`src/dest_mux_pkg.sv`:
```
/*
 * Destination mux package.
 * Sizes shared by the request sequencer, its queue, the request slice and the data mux.
 */

package dest_mux_pkg;

    // Data path.
    localparam int DATA_BITS     = 64;                    // Width of one data beat.
    localparam int BEAT_BYTES    = DATA_BITS / 8;         // Bytes carried by one beat.
    localparam int BEAT_LOG_BITS = $clog2(BEAT_BYTES);    // Shift from bytes to beats.

    // Request fields.
    localparam int LEN_BITS   = 16;                       // Byte length of a transfer.
    localparam int BLEN_BITS  = LEN_BITS - BEAT_LOG_BITS; // Beat count minus one.
    localparam int PID_BITS   = 6;                        // Process id.
    localparam int VADDR_BITS = 48;                       // Virtual address.

    // Destinations.
    localparam int N_DESTS   = 4;                         // Number of output streams.
    localparam int DEST_BITS = $clog2(N_DESTS);           // Index of one output stream.

    // Outstanding transfers.
    localparam int N_OUTSTANDING = 8;                     // Depth of the sequence queue.
    localparam int QPTR_BITS     = $clog2(N_OUTSTANDING); // Queue pointer width.

    // A sequence entry is {pid, dest, blen}, pid in the top bits.
    localparam int SEQ_BITS     = PID_BITS + DEST_BITS + BLEN_BITS;
    localparam int SEQ_BLEN_LSB = 0;                      // Beat count sits at the bottom.
    localparam int SEQ_DEST_LSB = SEQ_BLEN_LSB + BLEN_BITS; // Destination above the count.
    localparam int SEQ_PID_LSB  = SEQ_DEST_LSB + DEST_BITS; // Pid on top of the entry.

    // A full request word as held in the register slice, {pid, len, dest, vaddr}.
    localparam int REQ_BITS = PID_BITS + LEN_BITS + DEST_BITS + VADDR_BITS;

endpackage

```
`src/req_seq_queue.sv`:
```
/*
 * Sequence queue.
 * Synchronous FIFO holding one short entry per outstanding transfer, oldest first.
 */

`timescale 1ns/1ns

module req_seq_queue (
    input  logic                                aclk,
    input  logic                                arst_n,

    // Write side from the sequencer.
    input  logic                                wr_valid,
    output logic                                wr_ready,
    input  logic [dest_mux_pkg::SEQ_BITS-1:0]   wr_entry,

    // Read side toward the data mux.
    output logic                                rd_valid,
    input  logic                                rd_ready,
    output logic [dest_mux_pkg::SEQ_BITS-1:0]   rd_entry
);

    logic [dest_mux_pkg::SEQ_BITS-1:0]  mem [dest_mux_pkg::N_OUTSTANDING]; // Entry storage.
    logic [dest_mux_pkg::QPTR_BITS-1:0] wr_ptr_q;   // Next free slot.
    logic [dest_mux_pkg::QPTR_BITS-1:0] rd_ptr_q;   // Oldest entry.
    logic [dest_mux_pkg::QPTR_BITS:0]   count_q;    // Occupancy needs one bit more than a pointer.
    logic                               wr_en;
    logic                               rd_en;

    assign wr_ready = (count_q != dest_mux_pkg::N_OUTSTANDING); // Space left in the queue.
    assign rd_valid = (count_q != '0);                          // At least one entry held.
    assign rd_entry = mem[rd_ptr_q];                            // Head is always on the port.

    assign wr_en = wr_valid & wr_ready; // Push on a write handshake.
    assign rd_en = rd_valid & rd_ready; // Pop on a read handshake.

    // A push writes the entry storage.
    always_ff @(posedge aclk) begin
        if (wr_en) begin
            mem[wr_ptr_q] <= wr_entry; // New entry goes into the free slot.
        end
    end

    always_ff @(posedge aclk or negedge arst_n) begin
        if (!arst_n) begin
            wr_ptr_q <= '0;
            rd_ptr_q <= '0;
            count_q  <= '0;
        end else begin
            if (wr_en) begin
                wr_ptr_q <= wr_ptr_q + 1'b1; // The pointer wraps since the depth is a power of two.
            end
            if (rd_en) begin
                rd_ptr_q <= rd_ptr_q + 1'b1;
            end
            case ({wr_en, rd_en})
                2'b10:   count_q <= count_q + 1'b1; // Push only.
                2'b01:   count_q <= count_q - 1'b1; // Pop only.
                default: count_q <= count_q;        // Both or neither keeps the level.
            endcase
        end
    end

    // The sequencer only raises wr_valid when the queue has room.
    a_no_write_full: assert property (
        @(posedge aclk) disable iff (!arst_n) wr_valid |-> wr_ready
    ) else $error("Sequence queue written while full.");

    // The data mux pops only an entry it has just finished.
    a_no_pop_empty: assert property (
        @(posedge aclk) disable iff (!arst_n) rd_ready |-> rd_valid
    ) else $error("Sequence queue popped while empty.");

endmodule

```
`src/req_reg.sv`:
```
/*
 * Request register slice.
 * Two-entry skid buffer with a registered ready, keeps order and full rate.
 */

`timescale 1ns/1ns

module req_reg (
    input  logic                                    aclk,
    input  logic                                    arst_n,

    input  logic                                    in_valid,
    output logic                                    in_ready,
    input  logic [dest_mux_pkg::PID_BITS-1:0]       in_pid,
    input  logic [dest_mux_pkg::LEN_BITS-1:0]       in_len,
    input  logic [dest_mux_pkg::DEST_BITS-1:0]      in_dest,
    input  logic [dest_mux_pkg::VADDR_BITS-1:0]     in_vaddr,

    output logic                                    out_valid,
    input  logic                                    out_ready,
    output logic [dest_mux_pkg::PID_BITS-1:0]       out_pid,
    output logic [dest_mux_pkg::LEN_BITS-1:0]       out_len,
    output logic [dest_mux_pkg::DEST_BITS-1:0]      out_dest,
    output logic [dest_mux_pkg::VADDR_BITS-1:0]     out_vaddr
);

    logic [dest_mux_pkg::REQ_BITS-1:0] out_data_q;  // Request on the output.
    logic [dest_mux_pkg::REQ_BITS-1:0] skid_data_q; // Request caught during a stall.
    logic                              out_valid_q;
    logic                              skid_valid_q;
    logic                              in_fire;

    assign in_ready = ~skid_valid_q;          // Straight from a flop, no path from out_ready.
    assign in_fire  = in_valid & in_ready;
    assign out_valid = out_valid_q;
    assign {out_pid, out_len, out_dest, out_vaddr} = out_data_q;

    always_ff @(posedge aclk or negedge arst_n) begin
        if (!arst_n) begin
            out_valid_q  <= 1'b0;
            skid_valid_q <= 1'b0;
        end else if (!out_valid_q || out_ready) begin
            out_valid_q  <= skid_valid_q | in_fire; // Skid entry is older, it leaves first.
            skid_valid_q <= 1'b0;
        end else if (in_fire) begin
            skid_valid_q <= 1'b1;                   // Output stalled, park the new request.
        end
    end

    always_ff @(posedge aclk) begin
        if (!out_valid_q || out_ready) begin
            out_data_q <= skid_valid_q ? skid_data_q : {in_pid, in_len, in_dest, in_vaddr};
        end
        if (in_fire) begin
            skid_data_q <= {in_pid, in_len, in_dest, in_vaddr}; // Only kept if out stalls.
        end
    end

endmodule

```
`src/dest_req_seq.sv`:
```
/*
 * Destination request sequencer.
 * Accepts a request only when queue and slice both take it, and writes both copies.
 */

`timescale 1ns/1ns

module dest_req_seq (
    input  logic                                    aclk,
    input  logic                                    arst_n,

    // Incoming requests.
    input  logic                                    s_req_valid,
    output logic                                    s_req_ready,
    input  logic [dest_mux_pkg::PID_BITS-1:0]       s_req_pid,
    input  logic [dest_mux_pkg::LEN_BITS-1:0]       s_req_len,
    input  logic [dest_mux_pkg::DEST_BITS-1:0]      s_req_dest,
    input  logic [dest_mux_pkg::VADDR_BITS-1:0]     s_req_vaddr,

    // Sequence entries toward the queue.
    output logic                                    seq_wr_valid,
    input  logic                                    seq_wr_ready,
    output logic [dest_mux_pkg::SEQ_BITS-1:0]       seq_wr_entry,

    // Requests toward the memory side.
    output logic                                    m_req_valid,
    input  logic                                    m_req_ready,
    output logic [dest_mux_pkg::PID_BITS-1:0]       m_req_pid,
    output logic [dest_mux_pkg::LEN_BITS-1:0]       m_req_len,
    output logic [dest_mux_pkg::DEST_BITS-1:0]      m_req_dest,
    output logic [dest_mux_pkg::VADDR_BITS-1:0]     m_req_vaddr
);

    logic                                   slice_ready; // Slice can take a request.
    logic                                   req_fire;    // Request accepted this cycle.
    logic [dest_mux_pkg::LEN_BITS-1:0]      len_m1;      // Byte length minus one.
    logic [dest_mux_pkg::BLEN_BITS-1:0]     n_tr;        // Beat count minus one.

    assign s_req_ready = seq_wr_ready & slice_ready; // Joint ready keeps both copies together.
    assign req_fire    = s_req_valid & s_req_ready;

    // Dropping the low bits of len - 1 is the shift by BEAT_LOG_BITS.
    assign len_m1 = s_req_len - 1'b1;
    assign n_tr   = len_m1[dest_mux_pkg::LEN_BITS-1:dest_mux_pkg::BEAT_LOG_BITS];

    assign seq_wr_valid = req_fire;
    assign seq_wr_entry = {s_req_pid, s_req_dest, n_tr}; // Same order as the package offsets.

    req_reg u_req_reg (
        .aclk      (aclk),
        .arst_n    (arst_n),
        .in_valid  (req_fire),
        .in_ready  (slice_ready),
        .in_pid    (s_req_pid),
        .in_len    (s_req_len),
        .in_dest   (s_req_dest),
        .in_vaddr  (s_req_vaddr),
        .out_valid (m_req_valid),
        .out_ready (m_req_ready),
        .out_pid   (m_req_pid),
        .out_len   (m_req_len),
        .out_dest  (m_req_dest),
        .out_vaddr (m_req_vaddr)
    );

    // A zero length would wrap the beat count to its maximum.
    a_len_nonzero: assert property (
        @(posedge aclk) disable iff (!arst_n) req_fire |-> (s_req_len != '0)
    ) else $error("Request accepted with zero length.");

endmodule

```
`src/dest_data_mux.sv`:
```
/*
 * Destination data mux.
 * Steers the beats of each queued transfer from one stream to its destination.
 */

`timescale 1ns/1ns

module dest_data_mux (
    input  logic                                    aclk,
    input  logic                                    arst_n,

    // Head of the sequence queue.
    input  logic                                    seq_valid,
    output logic                                    seq_ready,
    input  logic [dest_mux_pkg::SEQ_BITS-1:0]       seq_entry,

    // Shared data input.
    input  logic                                    s_data_valid,
    output logic                                    s_data_ready,
    input  logic [dest_mux_pkg::DATA_BITS-1:0]      s_data,

    // Destination streams, data and tags are shared.
    output logic [dest_mux_pkg::N_DESTS-1:0]        m_data_valid,
    input  logic [dest_mux_pkg::N_DESTS-1:0]        m_data_ready,
    output logic [dest_mux_pkg::DATA_BITS-1:0]      m_data,
    output logic                                    m_data_last,
    output logic [dest_mux_pkg::PID_BITS-1:0]       m_data_pid
);

    logic [dest_mux_pkg::PID_BITS-1:0]  cur_pid;    // Pid of the current transfer.
    logic [dest_mux_pkg::DEST_BITS-1:0] cur_dest;   // Destination of the current transfer.
    logic [dest_mux_pkg::BLEN_BITS-1:0] cur_blen;   // Beat count minus one.
    logic [dest_mux_pkg::BLEN_BITS-1:0] beat_cnt_q; // Beats already sent.
    logic                               is_last;
    logic                               beat_fire;

    // Unpack the head entry.
    assign cur_pid  = seq_entry[dest_mux_pkg::SEQ_PID_LSB +: dest_mux_pkg::PID_BITS];
    assign cur_dest = seq_entry[dest_mux_pkg::SEQ_DEST_LSB +: dest_mux_pkg::DEST_BITS];
    assign cur_blen = seq_entry[dest_mux_pkg::SEQ_BLEN_LSB +: dest_mux_pkg::BLEN_BITS];

    assign is_last = (beat_cnt_q == cur_blen); // Final beat once the count reaches blen.

    // Only the chosen destination sees valid, and only it drives the input ready.
    always_comb begin
        m_data_valid           = '0;
        m_data_valid[cur_dest] = s_data_valid & seq_valid;
        s_data_ready           = seq_valid & m_data_ready[cur_dest];
    end

    assign m_data      = s_data;              // Payload passes through untouched.
    assign m_data_last = seq_valid & is_last;
    assign m_data_pid  = cur_pid;

    assign beat_fire = s_data_valid & s_data_ready;
    assign seq_ready = beat_fire & is_last;   // Pop the entry with its last beat.

    always_ff @(posedge aclk or negedge arst_n) begin
        if (!arst_n) begin
            beat_cnt_q <= '0;
        end else if (beat_fire) begin
            // Clear for the next entry, else move to the next beat.
            beat_cnt_q <= is_last ? '0 : beat_cnt_q + 1'b1;
        end
    end

    // A queued entry must name an existing destination stream.
    a_dest_range: assert property (
        @(posedge aclk) disable iff (!arst_n)
        seq_valid |-> (int'(cur_dest) < dest_mux_pkg::N_DESTS)
    ) else $error("Sequence entry names a missing destination.");

    // The counter never runs past the head entry, even when a new entry arrives.
    a_cnt_bound: assert property (
        @(posedge aclk) disable iff (!arst_n) seq_valid |-> (beat_cnt_q <= cur_blen)
    ) else $error("Beat count ran past the transfer length.");

endmodule

```
`src/dest_mux_top.sv`:
```
/*
 * Destination mux top level.
 * Request sequencer, sequence queue and data mux wired together.
 */

`timescale 1ns/1ns

module dest_mux_top (
    input  logic                                    aclk,
    input  logic                                    arst_n,

    input  logic                                    s_req_valid,
    output logic                                    s_req_ready,
    input  logic [dest_mux_pkg::PID_BITS-1:0]       s_req_pid,
    input  logic [dest_mux_pkg::LEN_BITS-1:0]       s_req_len,
    input  logic [dest_mux_pkg::DEST_BITS-1:0]      s_req_dest,
    input  logic [dest_mux_pkg::VADDR_BITS-1:0]     s_req_vaddr,

    output logic                                    m_req_valid,
    input  logic                                    m_req_ready,
    output logic [dest_mux_pkg::PID_BITS-1:0]       m_req_pid,
    output logic [dest_mux_pkg::LEN_BITS-1:0]       m_req_len,
    output logic [dest_mux_pkg::DEST_BITS-1:0]      m_req_dest,
    output logic [dest_mux_pkg::VADDR_BITS-1:0]     m_req_vaddr,

    input  logic                                    s_data_valid,
    output logic                                    s_data_ready,
    input  logic [dest_mux_pkg::DATA_BITS-1:0]      s_data,

    output logic [dest_mux_pkg::N_DESTS-1:0]        m_data_valid,
    input  logic [dest_mux_pkg::N_DESTS-1:0]        m_data_ready,
    output logic [dest_mux_pkg::DATA_BITS-1:0]      m_data,
    output logic                                    m_data_last,
    output logic [dest_mux_pkg::PID_BITS-1:0]       m_data_pid
);

    logic                               seq_wr_valid;  // Sequencer pushes an entry.
    logic                               seq_wr_ready;  // Queue has room.
    logic [dest_mux_pkg::SEQ_BITS-1:0]  seq_wr_entry;
    logic                               seq_valid;     // Head entry present.
    logic                               seq_ready;     // Mux pops the head.
    logic [dest_mux_pkg::SEQ_BITS-1:0]  seq_entry;

    dest_req_seq u_dest_req_seq (
        .aclk         (aclk),          .arst_n       (arst_n),
        .s_req_valid  (s_req_valid),   .s_req_ready  (s_req_ready),
        .s_req_pid    (s_req_pid),     .s_req_len    (s_req_len),
        .s_req_dest   (s_req_dest),    .s_req_vaddr  (s_req_vaddr),
        .seq_wr_valid (seq_wr_valid),  .seq_wr_ready (seq_wr_ready),
        .seq_wr_entry (seq_wr_entry),
        .m_req_valid  (m_req_valid),   .m_req_ready  (m_req_ready),
        .m_req_pid    (m_req_pid),     .m_req_len    (m_req_len),
        .m_req_dest   (m_req_dest),    .m_req_vaddr  (m_req_vaddr)
    );

    req_seq_queue u_req_seq_queue (
        .aclk     (aclk),         .arst_n   (arst_n),
        .wr_valid (seq_wr_valid), .wr_ready (seq_wr_ready), .wr_entry (seq_wr_entry),
        .rd_valid (seq_valid),    .rd_ready (seq_ready),    .rd_entry (seq_entry)
    );

    dest_data_mux u_dest_data_mux (
        .aclk         (aclk),         .arst_n       (arst_n),
        .seq_valid    (seq_valid),    .seq_ready    (seq_ready),    .seq_entry (seq_entry),
        .s_data_valid (s_data_valid), .s_data_ready (s_data_ready), .s_data    (s_data),
        .m_data_valid (m_data_valid), .m_data_ready (m_data_ready), .m_data    (m_data),
        .m_data_last  (m_data_last),  .m_data_pid   (m_data_pid)
    );

endmodule

```
`config.mk`:
```
export PLATFORM = sky130hd
export DESIGN_NAME = dest_mux_top
export DESIGN_NICKNAME = d
export VERILOG_FILES = /design/src/dest_mux_pkg.sv /design/src/req_seq_queue.sv /design/src/req_reg.sv /design/src/dest_req_seq.sv /design/src/dest_data_mux.sv /design/src/dest_mux_top.sv
export SDC_FILE = /design/constraint.sdc
export NUM_CORES = 1
export LEC_CHECK = 0
export ABC_AREA = 1
export BUFFER_PORTS_ARGS = -buffer_cell sky130_fd_sc_hd__buf_4
export CAP_MARGIN = 30
export CORE_AREA = 2 2 245 126
export CTS_CLUSTER_DIAMETER = 50
export DETAILED_ROUTE_END_ITERATION = 12
export DIE_AREA = 0 0 247 128
export PLACE_DENSITY = 0.76
export SETUP_SLACK_MARGIN = 0.1
export SYNTH_ARGS = -nofsm -noshare
export SYNTH_HDL_FRONTEND = slang
export SYNTH_SLANG_ARGS = --single-unit
```
`constraint.sdc`:
```
create_clock -name aclk -period 4.12 [get_ports aclk]
set_clock_uncertainty 0.2 [all_clocks]
set_input_delay 0.824 -clock aclk [delete_from_list [all_inputs] [get_ports aclk]]
set_output_delay 0.824 -clock aclk [all_outputs]
set_load 0.01 [all_outputs]
```
## Word-level counts from Yosys, hierarchy flattened

Memory sizes are Yosys's and may differ from the RTL's.
Index checks and enable logic that the tools add are counted.

- Register bits after elaboration: 169
- RAM bits: 168
- Input bits: 145
- Output and inout bits: 150
- Logic and storage cells: 51
- Memories kept: 1

Memories:

| name | words | width | rd ports | clocked after Yosys merged registers in | write ports | RTL line | source |
|---|---|---|---|---|---|---|---|
| u_req_seq_queue.mem | 8 | 21 | 1 | 0 | 1 | req_seq_queue.sv:23 | `logic [dest_mux_pkg::SEQ_BITS-1:0] mem [dest_mux_pkg::N_OUTSTANDING];` |

- Add/sub/neg operators: 6
- Magnitude comparators: 2
- Eq/ne operators: 4
- Multiplexer cells: 11
- Bitwise gates (word level): 13
- Reduce and logical (&&, ||, !) cells: 6

Operator list:

| kind | number |
|---|---|
| two-way mux 72 bit | 1 |
| subtractor 16 x 1 -> 16 bit, second input constant | 1 |
| adder 13 x 1 -> 13 bit, second input constant | 1 |
| == test 13 bit | 1 |
| two-way mux 13 bit | 1 |
| AND 1 bit | 10 |
| one-hot mux 4 bit (2 select lines) | 1 |
| adder 3 x 1 -> 3 bit, second input constant | 2 |
| two-way mux 1 bit | 6 |
| adder 4 x 1 -> 4 bit, second input constant | 1 |
| AND 4 bit | 1 |
| inequality test 4 bit, second input constant | 1 |
| nonzero test 2 bit | 2 |
| nonzero test 4 bit | 1 |
| subtractor 4 x 1 -> 4 bit, second input constant | 1 |
| < comparator 2 x 3 -> 1 bit, second input constant | 1 |
| binary-select mux 1 bit (select 2 bit) | 1 |
| demux 1 bit (select 2 bit) | 1 |
| == test 2 x 1 -> 1 bit, second input constant | 1 |
| == test 2 bit, second input constant | 1 |
| >= comparator 2 x 1 -> 1 bit, second input constant | 1 |
| logical AND 1 bit | 1 |
| logical NOT 1 bit | 1 |
| logical OR 1 bit | 1 |
| 2 further kinds | 2 |

## Logic depth before layout (Yosys ltp)

An unclocked memory read counts as a cell.

- Depth after elaboration: 9
- Gate-level depth with buffers: 25
- Gate-level depth less buffers: 22

## Modules after synthesis

Synthesis repeated with hierarchy kept, for this count alone.

- Cells, all modules: 1541
- Area total of the unflattened synthesis: 15262.1 um^2

By module, submodules not included:

| module | times used | cells each | area each (um^2) | sequential area each (um^2) |
|---|---|---|---|---|
| req_seq_queue | 1 | 808 | 7832.5 | 5295.1 |
| req_reg | 1 | 385 | 5330.1 | 4374.2 |
| dest_data_mux | 1 | 265 | 1699.1 | 325.3 |
| dest_req_seq | 1 | 83 | 400.4 | 0.0 |

## Worst setup path after synthesis

Ideal clock, no wire load.

- Path kind: input to register
- Start: input port s_req_valid
- End: memory u_req_seq_queue.mem[1][0] (netlist bit), enable pin
- Library setup time: 0.399 ns
- Arrival time: 3.732 ns
- Data required time: 3.521 ns
- Slack: -0.211 ns
- Cell stages on the path: 4
- Buffers on the path: 0
- Cells stage by stage: nand2_1 -> inv_1 -> nand2_1 -> nor2_1

- Word-level cells in the longest chain between the ends: 4

Ends and longest elaborated chain:

| element | RTL line | source |
|---|---|---|
| start, declared | dest_mux_top.sv:12 | `input logic s_req_valid,` |
| AND 1 bit | dest_req_seq.sv:40 | `assign req_fire = s_req_valid & s_req_ready;` |
| AND 1 bit | req_seq_queue.sv:34 | `assign wr_en = wr_valid & wr_ready;` |
| two-way mux 1 bit | req_seq_queue.sv:39 | `if (wr_en) begin` |
| two-way mux 1 bit (implied by the code) | req_seq_queue.sv:40 | `mem[wr_ptr_q] <= wr_entry;` |
| end, declared | req_seq_queue.sv:23 |  |

Every way passes these cells.

## Worst setup path after layout

- Start: register u_req_seq_queue.rd_ptr_q[0] (netlist bit)
- End: output port m_data_last

- Word-level cells in the longest chain between the ends: 3

Ends and longest elaborated chain:

| element | RTL line | source |
|---|---|---|
| start, declared | req_seq_queue.sv:25 | `logic [dest_mux_pkg::QPTR_BITS-1:0] rd_ptr_q;` |
| start signal, assigned | req_seq_queue.sv:54 | `rd_ptr_q <= rd_ptr_q + 1'b1;` |
| memory read (8 x 21 bit) | - |  |
| == test 13 bit | dest_data_mux.sv:42 | `assign is_last = (beat_cnt_q == cur_blen);` |
| AND 1 bit | dest_data_mux.sv:52 | `assign m_data_last = seq_valid & is_last;` |
| end, declared | dest_mux_top.sv:33 | `output logic m_data_last,` |

Every way passes these cells.

==> summary.txt <==
====================================================================================
Initial DRT Pass Iterations ...........................................            6
Buffer type at the clock tree root .................................... sky130_fd_sc_hd__clkbuf_16
Remaining antenna violation count .....................................            0
Data required time at the worst endpoint ..............................      3.10 ns
Min-Delay Path Class .................................................. primary input to register
Final setup violation count ...........................................            0
Actual slew at the worst max-slew pin .................................     0.908 ns
Area overhead of the layout relative to synthesis .....................        14.9%
Vias in the first global route ........................................         9239
Maximum clock frequency ...............................................    0.264 GHz
Slew HR ...............................................................        39.5%
Residual DRC ..........................................................            0
Start-to-end type of the worst setup path ............................. register to output pin
Maximum resistive drop on vdd .........................................   0.000351 V
Type of element launching the critical path ...........................     register
Worst setup slack before clock tree synthesis .........................     0.564 ns
Clock sinks ...........................................................          337
Depth of the most critical reg-to-reg path ............................           22
Synth warn ............................................................            0
Final critical-path required period ...................................      3.79 ns
Netlist area before placement .........................................   14500 um^2
Nets ..................................................................         1591
Endpoint of the worst hold-timing path ................................ u_dest_req_seq.u_req_reg.skid_data_q[24]
Ratio of cells with drive above 1 in the final layout .................        17.4%
Seq cells post-synth ..................................................          337
Chip height ...........................................................       128 um
Weighted congestion at the end of routability-driven global placement .        0.908
Pin count of the biggest net entering global routing ..................           89
Maximum level of the CTS H-tree .......................................            1
Clock Latency Late Sink ...............................................      0.57 ns
Total routing usage reported by global routing ........................        21.3%
Reg2Reg Launch Point .................................................. u_req_seq_queue.rd_ptr_q[0]
Critical path endpoint category .......................................   output pin
Dpl hpwl ..............................................................      21.3 mm
Ant. Diodes ...........................................................            0
Average wire per cell in the routed design ............................      18.0 um
TritonCTS clock tree ..................................................         done
First-pass GRT wire length ............................................      51.8 mm
Worst Hold Slack ......................................................     0.244 ns
Synth unique cells ....................................................           30
Final Slew Violations .................................................            0
Clock buffer count from CTS ...........................................           28
Drt total wl ..........................................................      33.5 mm
Antenna violations before repair ......................................            0
Worst reg2reg setup slack .............................................      0.50 ns
Worst r2r dst ......................................................... u_req_seq_queue.count_q[3]
Hold Path Depth .......................................................            1
Crit-path max FO ......................................................           88
Avg Inst Size Synth ...................................................    10.9 um^2
Per-cell via count in the routed design ...............................         5.19
Global-route congestion overflow total ................................            0
Sequential area share after synthesis .................................        68.8%
Start point of the worst min-delay path ............................... s_req_vaddr[24]
Setup TNS after final layout ..........................................         0 ns
1st-iter DRT viols ....................................................         1082
Number of core rows ...................................................           45
Horizontal die dimension ..............................................       247 um
Syn Nets ..............................................................         1485
Post-CTS setup buffers ................................................            0
Fillers ...............................................................         2403
Clock tree buffer depth ...............................................            3
# IOs .................................................................          295
Effective utilization at floorplan ....................................        49.0%
Floorplan core area ...................................................   29700 um^2
Full die area .........................................................   31600 um^2
Leakage power summed over all cells ...................................   0.00702 uW
Number of cells produced by synthesis .................................         1333
Port bufs .............................................................          166
Setup repair after global routing missed its margin ...................        false
Critical path arrival .................................................      2.76 ns
Post-route fraction of the period consumed by the critical path .......        91.9%
Setup ws final ........................................................     0.334 ns
Max Cap Violations ....................................................            0
Clock transition at the registers of the reported paths ...............      0.07 ns
Power Density .........................................................  561 nW/um^2
Status ................................................................ finished, final reports clean
Number of hold violations in the final report .........................            0
Number of vias in the routed layout ...................................         9652
====================================================================================
-- where the power goes --
part | leakage [uW] | switching, uW | internal, uW
clock | 0.000432 | 1200 | 1410
sequential | 0.00327 | 236 | 4600
combinational | 0.00333 | 1260 | 672
-- final cells by class --
class                   instances  area, um^2  area share (%)
well taps                     399         499            2.99
flip-flops and latches        337       10000            59.8
clock buffers                  34         744            4.46
multi-input cells             772        3410            20.4
inverters                     110         422            2.52
clock inverters                18         140           0.839
repair buffers                190        1490            8.91
-- layer usage --
metal	vias to the layer above	wire length, um	track usage [%]
met5	-	0	0
met4	0	644	4.50
met3	46	3030	5.63
met2	433	14700	31.8
met1	4607	15100	31.5
li1	4566	-	-
-- cell usage after synthesis --
cell type | instances | area share [%]
sky130_fd_sc_hd__nand2_1 | 470 | 12
sky130_fd_sc_hd__edfxtp_1 | 312 | 64
sky130_fd_sc_hd__nand3_1 | 107 | 3.7
sky130_fd_sc_hd__inv_1 | 104 | 2.7
sky130_fd_sc_hd__nor2_1 | 81 | 2.1
sky130_fd_sc_hd__buf_4 | 69 | 3.6
sky130_fd_sc_hd__o21ai_0 | 41 | 1.4
sky130_fd_sc_hd__dfrtp_1 | 25 | 4.3
sky130_fd_sc_hd__clkbuf_1 | 24 | 0.62
sky130_fd_sc_hd__xor2_1 | 18 | 1.1
sky130_fd_sc_hd__buf_2 | 12 | 0.41
sky130_fd_sc_hd__nand3b_1 | 12 | 0.62
sky130_fd_sc_hd__nor3_1 | 10 | 0.34
sky130_fd_sc_hd__a31oi_1 | 7 | 0.30
sky130_fd_sc_hd__buf_6 | 6 | 0.46
sky130_fd_sc_hd__ha_1 | 6 | 0.52
sky130_fd_sc_hd__inv_2 | 6 | 0.15
sky130_fd_sc_hd__o22ai_1 | 6 | 0.26
sky130_fd_sc_hd__buf_1 | 3 | 0.077
sky130_fd_sc_hd__nand3_2 | 2 | 0.14
sky130_fd_sc_hd__nand4_1 | 2 | 0.086
sky130_fd_sc_hd__nor2_2 | 2 | 0.086
sky130_fd_sc_hd__a211oi_1 | 1 | 0.052
sky130_fd_sc_hd__a21oi_1 | 1 | 0.034
sky130_fd_sc_hd__fa_1 | 1 | 0.14
sky130_fd_sc_hd__nand2_2 | 1 | 0.043
sky130_fd_sc_hd__nor2_4 | 1 | 0.077
sky130_fd_sc_hd__nor4_1 | 1 | 0.043
sky130_fd_sc_hd__or2_2 | 1 | 0.043
sky130_fd_sc_hd__xnor2_1 | 1 | 0.060
-- repair_timing --
item | in CTS | in global routing
gates resized for setup | 1 | 6
hold endpoints to repair | 25 | 0
endpoints found under the setup margin | 1 | 1
hold buffers | 1 | 0
gates cloned | 0 | 1
-- flip-flops by register name, indices dropped and copies added (netlist names) --
register	count
u_dest_req_seq.u_req_reg.out_valid	1
u_req_seq_queue.wr_ptr_q	3
u_req_seq_queue.rd_ptr_q	3
u_dest_data_mux.beat_cnt_q	13
u_dest_req_seq.u_req_reg.skid_data_q	72
u_dest_req_seq.u_req_reg.out_data_q	72
u_req_seq_queue.count_q	4
u_dest_req_seq.u_req_reg.skid_valid_q	1
u_req_seq_queue.mem	168
-- kinds of logic (layout without fill, tap and decap cells) --
family / Yosys count / in the layout / share of synthesized area (%)
buffers and inverters: 224 / 352 / 7.98
AOI/OAI and AO/OA: 56 / 56 / 2.06
and+or+nand+nor: 690 / 690 / 19.4
adders and majority gates: 7 / 7 / 0.654
DFF: 337 / 337 / 68.8
xor gates and xnor gates: 19 / 19 / 1.14
-- how the worst max path moves through the flow --
stage,start,to,slack [ns],depth (start not counted)
4_1_cts,u_req_seq_queue.rd_ptr_q[0],m_data_last,0.15,15
6_report,u_req_seq_queue.rd_ptr_q[0],m_data_last,0.33,14
3_5_place_dp,u_req_seq_queue.rd_ptr_q[1],u_req_seq_queue.count_q[3],0.56,20
2_1_floorplan,s_req_valid,u_req_seq_queue.mem[1][0],0.55,4
3_3_place_gp,s_req_len[0],u_req_seq_queue.mem[4][12],0.67,13
5_1_grt,u_req_seq_queue.rd_ptr_q[0],m_data_last,0.11,14
-- cell usage in the layout, fill, tap and decap left out, types with 18 or more instances in the layout --
master,Yosys,final
sky130_fd_sc_hd__dfrtp_1,25,23
sky130_fd_sc_hd__nor2_1,81,72
sky130_fd_sc_hd__clkbuf_16,0,30
sky130_fd_sc_hd__edfxtp_1,312,312
sky130_fd_sc_hd__nand3_1,107,107
sky130_fd_sc_hd__o21ai_0,41,41
sky130_fd_sc_hd__buf_4,69,184
sky130_fd_sc_hd__inv_1,104,103
sky130_fd_sc_hd__nand2_1,470,469
sky130_fd_sc_hd__xor2_1,18,18
-- critical path, stage by stage, from the launching register on --
cell,delay (ns)
sky130_fd_sc_hd__dfrtp_2,0.41
sky130_fd_sc_hd__buf_12,0.34
sky130_fd_sc_hd__nand2_1,0.10
sky130_fd_sc_hd__nand2_1,0.09
sky130_fd_sc_hd__nand2_1,0.05
sky130_fd_sc_hd__nand3_1,0.11
sky130_fd_sc_hd__nand2_1,0.06
sky130_fd_sc_hd__nand2_1,0.05
sky130_fd_sc_hd__nand2_1,0.06
sky130_fd_sc_hd__nor2_1,0.09
sky130_fd_sc_hd__nand2_1,0.08
sky130_fd_sc_hd__nor2_2,0.22
sky130_fd_sc_hd__nand2_4,0.18
sky130_fd_sc_hd__nor2_2,0.15
sky130_fd_sc_hd__buf_4,0.13
-- per-stage QoR --
step / power, uW / std cells / util (%) / area, um^2
floorplan: 5930 / 1333 / - / 14500
global placement: 6770 / 1806 / 53.1 / 15800
detailed placement: 6840 / 1806 / 53.1 / 15800
CTS: 9430 / 1859 / 56.2 / 16700
global route: 9810 / 1860 / 56.3 / 16700
finish: 9380 / 1860 / 56.3 / 16700
Note: power is estimated with default switching activity, not from simulation.
